## src/source/fmap_params.svh

```systemverilog
// feature-map buffer widths, lane count and FC layer range
`ifndef FMAP_PARAMS_SVH
`define FMAP_PARAMS_SVH

// ************************************************************
// data path widths
// ************************************************************

// bits per lane sample
`define FMAP_LANE_W         8
// lanes per stored word
`define FMAP_LANES          8
// word address bits, 512 words per bank
`define FMAP_ADDR_W         9

// ************************************************************
// layer control
// ************************************************************

`define FMAP_LAYER_W        4
// output map address span counter
`define FMAP_SPAN_W         10

// layers whose output comes from the FC engine
`define FMAP_FC_FIRST_LAYER 8
`define FMAP_FC_LAST_LAYER  9

`endif

```

## src/source/fmap_pkg.sv

```systemverilog
// feature-map buffer types: lane, word, address, layer, span and write source
`include "fmap_params.svh"

package fmap_pkg;

    // ************************************************************
    // data types
    // ************************************************************

    // one signed activation sample
    typedef logic signed [`FMAP_LANE_W-1:0] lane_data_t;

    // one word, lane 0 in the low byte
    typedef lane_data_t [`FMAP_LANES-1:0] lane_vec_t;

    typedef logic [`FMAP_ADDR_W-1:0] fmap_addr_t;

    // ************************************************************
    // control types
    // ************************************************************

    typedef logic [`FMAP_LAYER_W-1:0] layer_t;

    typedef logic [`FMAP_SPAN_W-1:0] span_t;

    // where the layer output comes from
    typedef enum logic {
        src_conv,
        src_fc
    } fmap_src_e;

endpackage
```

## src/source/fmap_lane_mask.sv

```systemverilog
// write-side stage: source select, tail-lane zeroing and write request register
`timescale 1ns/1ns
`include "fmap_params.svh"

module fmap_lane_mask (
    input  logic                clk_cal,
    input  logic                rst_cal_n,
    input  fmap_pkg::layer_t    nn_layer_cnt,
    input  fmap_pkg::span_t     omap_addr_span_cnt,
    input  fmap_pkg::fmap_addr_t wr_addr,
    input  logic                conv_vld,
    input  fmap_pkg::lane_vec_t conv_data,
    input  logic                fc_vld,
    input  fmap_pkg::lane_vec_t fc_data,
    output logic                wr_vld,
    output logic                wr_bank,
    output fmap_pkg::fmap_addr_t wr_addr_q,
    output fmap_pkg::lane_vec_t wr_data
);

    // enough bits to count 0..FMAP_LANES kept lanes
    localparam int KEEP_W = $clog2(`FMAP_LANES + 1);

    fmap_pkg::fmap_src_e src_sel;
    logic                sel_vld;
    fmap_pkg::lane_vec_t sel_data;
    fmap_pkg::lane_vec_t masked_data;
    logic [KEEP_W-1:0]   keep_cnt;

    // ************************************************************
    // write source
    // ************************************************************

    // FC layers take the FC engine, everything else the conv/pool path
    always_comb begin
        if (nn_layer_cnt >= fmap_pkg::layer_t'(`FMAP_FC_FIRST_LAYER) &&
            nn_layer_cnt <= fmap_pkg::layer_t'(`FMAP_FC_LAST_LAYER)) begin
            src_sel = fmap_pkg::src_fc;
        end else begin
            src_sel = fmap_pkg::src_conv;
        end
    end

    always_comb begin
        case (src_sel)
            fmap_pkg::src_fc: begin
                sel_vld  = fc_vld;
                sel_data = fc_data;
            end
            default: begin
                sel_vld  = conv_vld;
                sel_data = conv_data;
            end
        endcase
    end

    // ************************************************************
    // tail span lane count
    // ************************************************************

    // last spans of a map only partly fill the word
    always_comb begin
        keep_cnt = KEEP_W'(`FMAP_LANES);
        case (nn_layer_cnt)
            fmap_pkg::layer_t'(1): begin
                if (omap_addr_span_cnt == fmap_pkg::span_t'(56)) begin
                    keep_cnt = KEEP_W'(6);
                end else if (omap_addr_span_cnt == fmap_pkg::span_t'(57)) begin
                    keep_cnt = KEEP_W'(0);
                end
            end
            fmap_pkg::layer_t'(2): begin
                if (omap_addr_span_cnt == fmap_pkg::span_t'(14)) keep_cnt = KEEP_W'(3);
            end
            fmap_pkg::layer_t'(3): begin
                if (omap_addr_span_cnt == fmap_pkg::span_t'(7)) keep_cnt = KEEP_W'(1);
            end
            fmap_pkg::layer_t'(4): begin
                if (omap_addr_span_cnt == fmap_pkg::span_t'(3)) keep_cnt = KEEP_W'(4);
            end
            fmap_pkg::layer_t'(5): begin
                if (omap_addr_span_cnt == fmap_pkg::span_t'(1)) keep_cnt = KEEP_W'(6);
            end
            fmap_pkg::layer_t'(6): begin
                if (omap_addr_span_cnt == fmap_pkg::span_t'(0)) keep_cnt = KEEP_W'(7);
            end
            // layer 7 output is three channels wide throughout
            fmap_pkg::layer_t'(7): keep_cnt = KEEP_W'(3);
            default: keep_cnt = KEEP_W'(`FMAP_LANES);
        endcase
    end

    always_comb begin
        for (int i = 0; i < `FMAP_LANES; i++) begin
            masked_data[i] = (i < int'(keep_cnt)) ? sel_data[i] : '0;
        end
    end

    // ************************************************************
    // write request register
    // ************************************************************

    always_ff @(posedge clk_cal or negedge rst_cal_n) begin
        if (!rst_cal_n) begin
            wr_vld <= 1'b0;
        end else begin
            wr_vld <= sel_vld;
        end
    end

    // even layers fill bank 0, odd layers bank 1
    always_ff @(posedge clk_cal) begin
        if (sel_vld) begin
            wr_bank   <= nn_layer_cnt[0];
            wr_addr_q <= wr_addr;
            wr_data   <= masked_data;
        end
    end

endmodule

```

## config.mk

```make
export PLATFORM = sky130hd
export DESIGN_NAME = fmap_lane_mask
export DESIGN_NICKNAME = d
export VERILOG_FILES = /design/src/source/fmap_pkg.sv /design/src/source/fmap_lane_mask.sv
export VERILOG_INCLUDE_DIRS = /design/src /design/src/source
export SDC_FILE = /design/constraint.sdc
export NUM_CORES = 1
export LEC_CHECK = 0
export ABC_AREA = 1
export BUFFER_PORTS_ARGS = -buffer_cell sky130_fd_sc_hd__buf_2
export CORE_ASPECT_RATIO = 1.5
export CORE_UTILIZATION = 39
export DETAILED_ROUTE_END_ITERATION = 8
export MAX_ROUTING_LAYER = met4
export PLACE_DENSITY = 0.77
export SLEW_MARGIN = 40
export SYNTH_ARGS = -nofsm -noshare
export SYNTH_HDL_FRONTEND = slang
export SYNTH_SLANG_ARGS = --single-unit
```

## constraint.sdc

```tcl
create_clock -name clk_cal -period 0.8 [get_ports clk_cal]
set_input_delay 0.08 -clock clk_cal [delete_from_list [all_inputs] [get_ports clk_cal]]
set_output_delay 0.08 -clock clk_cal [all_outputs]
set_load 0.005 [all_outputs]
```

**Word level (Yosys, flattened, before mapping)**

Index checks and enable logic that the tools add are counted.

- Bits in registers: 75
- Input bits: 155
- Output and inout port bits: 75
- Logic and storage cells: 47

- Order comparisons: 10
- Eq/ne operators: 13
- Muxes and demuxes: 11
- Reduce and logical (&&, ||, !) cells: 2

Operators by type and width:

| operator | count |
|---|---|
| 64-bit 2-to-1 mux | 1 |
| 4-bit 2-to-1 mux | 7 |
| 4-bit case mux with 7 select lines | 1 |
| 10-bit by 6-bit == test with 1-bit output, second input constant | 2 |
| 4-bit by 3-bit == test with 1-bit output, second input constant | 4 |
| 3-bit by 4-bit less-than comparator with 1-bit output, first input constant | 4 |
| 10-bit by 1-bit == test with 1-bit output, second input constant | 1 |
| 10-bit by 2-bit == test with 1-bit output, second input constant | 1 |
| 10-bit by 3-bit == test with 1-bit output, second input constant | 1 |
| 10-bit by 4-bit == test with 1-bit output, second input constant | 1 |
| 10-bit zero test | 1 |
| 4-bit by 2-bit == test with 1-bit output, second input constant | 2 |
| 1-bit by 4-bit less-than comparator with 1-bit output, first input constant | 2 |
| 2-bit by 4-bit less-than comparator with 1-bit output, first input constant | 2 |
| 4-bit by 1-bit == test with 1-bit output, second input constant | 1 |
| 4-bit greater-or-equal comparator, second input constant | 1 |
| 4-bit less-or-equal comparator, second input constant | 1 |
| 1-bit 2-to-1 mux | 2 |
| 1-bit logical AND | 1 |

**Depth between registers and ports, before layout**

- Depth after elaboration: 5
- Mapped depth: 12
- Gate-level depth less buffers: 10

**Worst setup path after synthesis**

OpenSTA, ideal clock, no wires.

- Path kind: input port to flip-flop
- From: input port nn_layer_cnt[1]
- To: register wr_addr_q[0] (enable)
- Library setup time: 0.401 ns
- Data arrival time: 1.814 ns
- Data required time: 0.399 ns
- Setup slack: -1.415 ns
- Stages: 6
- Buffers on the path: 3
- Path through: inv_2 -> buf_2 -> nand3_1 -> buf_4 -> buf_6 -> mux2_2

- Word-level cells in the longest chain between the ends: 4

RTL lines:

| item | RTL line | RTL |
|---|---|---|
| from (decl) | fmap_lane_mask.sv:8 | `input fmap_pkg::layer_t nn_layer_cnt,` |
| 4-bit greater-or-equal comparator / 4-bit less-or-equal comparator (equally long branches) | fmap_lane_mask.sv:36, fmap_lane_mask.sv:37 |  |
| 1-bit logical AND (*) | fmap_lane_mask.sv:36 | `` if (nn_layer_cnt >= fmap_pkg::layer_t'(`FMAP_FC_FIRST_LAYER) && `` |
| 1-bit 2-to-1 mux (*) | fmap_lane_mask.sv:36 |  |
| 1-bit 2-to-1 mux (*) | fmap_lane_mask.sv:45 | `case (src_sel)` |
| net sel_vld | fmap_lane_mask.sv:25 | `logic sel_vld;` |
| to (signal assigned) | fmap_lane_mask.sv:115 | `wr_addr_q <= wr_addr;` |
| to (decl) | fmap_lane_mask.sv:17 | `output fmap_pkg::fmap_addr_t wr_addr_q,` |

The timed path passes the listed nets; every way through them passes the cells marked *.
A chain may end at the register's enable or synchronous reset.

**Final worst setup path**

- From: input port omap_addr_span_cnt[7]
- To: register wr_data[21] (netlist name), data pin

- Word-level cells in the longest chain between the ends: 5

RTL lines:

| item | RTL line | RTL |
|---|---|---|
| from (decl) | fmap_lane_mask.sv:9 | `input fmap_pkg::span_t omap_addr_span_cnt,` |
| 10-bit by 6-bit == test with 1-bit output | fmap_lane_mask.sv:68 | `end else if (omap_addr_span_cnt == fmap_pkg::span_t'(57)) begin` |
| 4-bit 2-to-1 mux | fmap_lane_mask.sv:68 |  |
| 4-bit 2-to-1 mux | fmap_lane_mask.sv:66 | `if (omap_addr_span_cnt == fmap_pkg::span_t'(56)) begin` |
| 4-bit case mux with 7 select lines (*) | fmap_lane_mask.sv:64 | `case (nn_layer_cnt)` |
| 2-bit by 4-bit less-than comparator with 1-bit output (*) | fmap_lane_mask.sv:95 | `masked_data[i] = (i < int'(keep_cnt)) ? sel_data[i] : '0;` |
| to (signal assigned) | fmap_lane_mask.sv:116 | `wr_data <= masked_data;` |
| to (decl) | fmap_lane_mask.sv:18 | `output fmap_pkg::lane_vec_t wr_data` |

Every way passes the cells marked *; elsewhere a longest branch is shown, timed or not.

==> results.py <==
metrics = {
    "clock_network": {
        "cts_tree": "done",
        "clockBufferDepth": 2,
        "path_clk_slew_ns": 0.06,
        "htreeDepth": 3,
        "cts_buffers": 9,
        "cts-root-buf": "clkbuf_16",
        "cts.sinks": 75,
    },
    "placed_design": {
        "port_buffers": 229,
        "dp_hpwl_um": 8050,
        "dp.cells": 696,
        "gp_congestion": 0.870,
    },
    "setup_path": {
        "setup.worst_path.end": "wr_data[21]$_SDFFCE_PP0P_",
        "critPathCaptureType": "register",
        "crit_chain": "buf_8 -> nor2_4 -> nand2_4 -> nor2_4 -> nand2_1 -> nand2_1 -> nand2_2 -> nor2_4 -> nand3_4 -> nor2_4 -> buf_12 -> nor2_1",
        "crit_fanout": 16,
        "cpMaxStageDelayCell": "nor2_4",
        "crit_path_start_kind": "input pin",
        "crit_start": "omap_addr_span_cnt[7]",
        "cpMostUsedCell": "nor2_4",
        "criticalPathCategory": "input pin to register",
        "cpPeakStageDelay_ns": 0.15,
        "crit_required_ns": 0.88,
        "cp.arrival_ns": 1.34,
    },
    "logic_synthesis": {
        "netlist_top_cells_area": "edfxtp_1 59%, mux2i_1 11%, nor2_1 6.0%",
        "synthesis.area_um2": 3740,
        "syn_area_per_cell_um2": 11.4,
        "yosysTopAreaCell": "edfxtp_1",
        "yosys_warnings": 0,
        "syn_nets": 484,
        "synth-seq-cells": 75,
        "netlist_instances": 329,
        "synth_cell_types": 23,
        "yosysSeqAreaShare": 0.601,
        "yosys.area.top_type_share": 0.595,
    },
    "finish": {
        "areaGrowthSynthToFinish_pct": 67.1,
        "drive_gt1_frac": 0.577,
        "most-common-layout-cells": "223 x buf_2, 74 x edfxtp_1, 50 x nor2_1, 48 x nand2_1, 39 x mux2i_1",
        "n_fill_cell": 722,
        "regArea_um2": 2250,
        "multi_input_area_um2": 1450,
        "fin_cells": 741,
        "layout_commonest_cell": "buf_2",
        "layout.nets": 779,
        "diodes": 0,
    },
    "global_routing": {
        "grt_start_max_net_pins": 17,
        "grt_pass1_wl_um": 15800,
        "grtUsageTotal": 0.224,
        "grt_pass1_vias": 3506,
        "grt.overflow.total": 0,
        "grt_antenna_before_repair": 0,
    },
    "route": {
        "drc": 0,
        "drtIter0Drc": 125,
        "dr.pass1.iters": 4,
        "viasPerCell": 4.73,
        "post_drt_wl_per_cell_um": 14.7,
        "drt_wl_total_um": 10900,
        "ant_nets": 0,
        "num_vias": 3507,
    },
    "floorplanning": {
        "fp-row-count": 43,
        "die-area_um2": 9980,
        "fp.dieH_um": 122,
        "die_x_um": 81.9,
        "io_pins": 230,
        "core_um2": 9250,
        "start_util": 0.404,
    },
    "pwr": {
        "leakage_nw": 3.17,
        "vdd_ir_drop_max_mv": 1.27,
        "power-per-cell-area_nw_per_um2": 1810,
        "finalPower_mw": 11.3,
    },
    "timing": {
        "drv_slew": 0,
        "relSlewSlack": 0.829,
        "setup_viol": 214,
        "fin_ws_ns": -0.465,
        "grt_setup_unrepaired": "yes",
        "timing.fmax_mhz": 791,
        "worstMarginPinSlew_ns": 0.249,
        "min_period_ns": 1.26,
        "fin_crit_sh": 1.58,
        "hold_viol_final": 0,
    },
    "status": {
        "violations": "negative setup slack",
        "status": "finished, violations left",
    },
    "hold_path": {
        "hold_class": "input pin to asynchronous set/reset pin",
    },
    "run": {
        "max_cap_violations": 0,
    },
}
## state kept, by name (all words and copies together) (netlist names)
register   count
wr_bank        1
wr_data       64
wr_addr_q      9
wr_vld         1
## layer usage
layer | routed length (um) | global-route usage | vias to the layer above | share of wire
li1 | - | - | 1720 | -
met1 | 3740 | 0.211 | 1628 | 0.34
met2 | 6330 | 0.432 | 143 | 0.58
met3 | 612 | 0.0427 | 16 | 0.056
met4 | 210 | 0.0779 | 0 | 0.019
met5 | 0 | - | - | 0
## cell usage after synthesis (all sizes together)
| cell type | count |
|---|---|
| mux2i | 40 |
| dfrtp | 1 |
| nor2 | 66 |
| a21oi | 8 |
| and2 | 1 |
| edfxtp | 74 |
| a21boi | 1 |
| inv | 30 |
| a31oi | 1 |
| nand2 | 56 |
| nand4 | 9 |
| nand3 | 10 |
| nor3 | 2 |
| buf | 13 |
| mux2 | 17 |
## critical path: cells and delay by family
kind                   cells  cell delay (ns)
AND/OR/NAND/NOR           10             1.01
buffers and inverters      2             0.24
## how the worst min path moves through the flow
stage / start / end / slack [ns] / cells past startpoint
finish: rst_cal_n / wr_vld$_DFF_PN0_ / 0.04 / 2
global route: rst_cal_n / wr_vld$_DFF_PN0_ / 0.05 / 2
CTS: rst_cal_n / wr_vld$_DFF_PN0_ / 0.03 / 2
detailed placement: rst_cal_n / wr_vld$_DFF_PN0_ / -0.14 / 1
global placement: rst_cal_n / wr_vld$_DFF_PN0_ / -0.14 / 1
floorplan: rst_cal_n / wr_vld$_DFF_PN0_ / -0.22 / 0
## power breakdown
group	total (mW)	internal (mW)	switching (mW)
clock network	3.94	2.40	1.54
logic	2.34	1.28	1.07
registers	4.99	4.88	0.107
total	11.3	8.56	2.72
## cell families (layout without fill, tap and decap cells)
group	after synthesis	after routing	synth area share
AO/OA/AOI/OAI	10	10	0.0144
buffers and inverters	43	342	0.0569
flip-flops	75	75	0.601
multiplexers	57	58	0.158
AND/OR/NAND/NOR	144	144	0.169
## through the flow
| stage | cell area [um^2] | setup slack, ns | TNS, ns | hold WS, ns | utilization |
|---|---|---|---|---|---|
| 2_1_floorplan | 3860 | -0.672 | -83.43 | -0.216 | - |
| 3_3_place_gp | 5410 | -0.812 | -100.67 | -0.144 | 0.585 |
| 3_5_place_dp | 5410 | -0.868 | -103.56 | -0.145 | 0.585 |
| 4_1_cts | 6300 | -0.448 | -51.41 | 0.0335 | 0.681 |
| 5_1_grt | 6240 | -0.561 | -59.94 | 0.0504 | 0.675 |
| 6_report | 6240 | -0.465 | -49.64 | 0.0443 | 0.675 |
## what timing repair did
item | in CTS | in global routing
setup buffers | 14 | 3
gates cloned | 8 | 0
endpoints found under the setup margin | 214 | 214
pin swaps | 3 | 8
endpoints found under the hold margin | 10 | 0
hold buffers | 10 | 0
resized for setup | 46 | 16
## final cells by class
class | count | share of cell area
Multi-Input combinational cell | 212 | 0.232
Timing Repair Buffer | 296 | 0.318
Clock inverter | 7 | 0.0106
Tap cell | 112 | 0.0224
Sequential cell | 75 | 0.360
Inverter | 30 | 0.0210
Clock buffer | 9 | 0.0361
No activity file was read; power rests on OpenSTA's default activity.
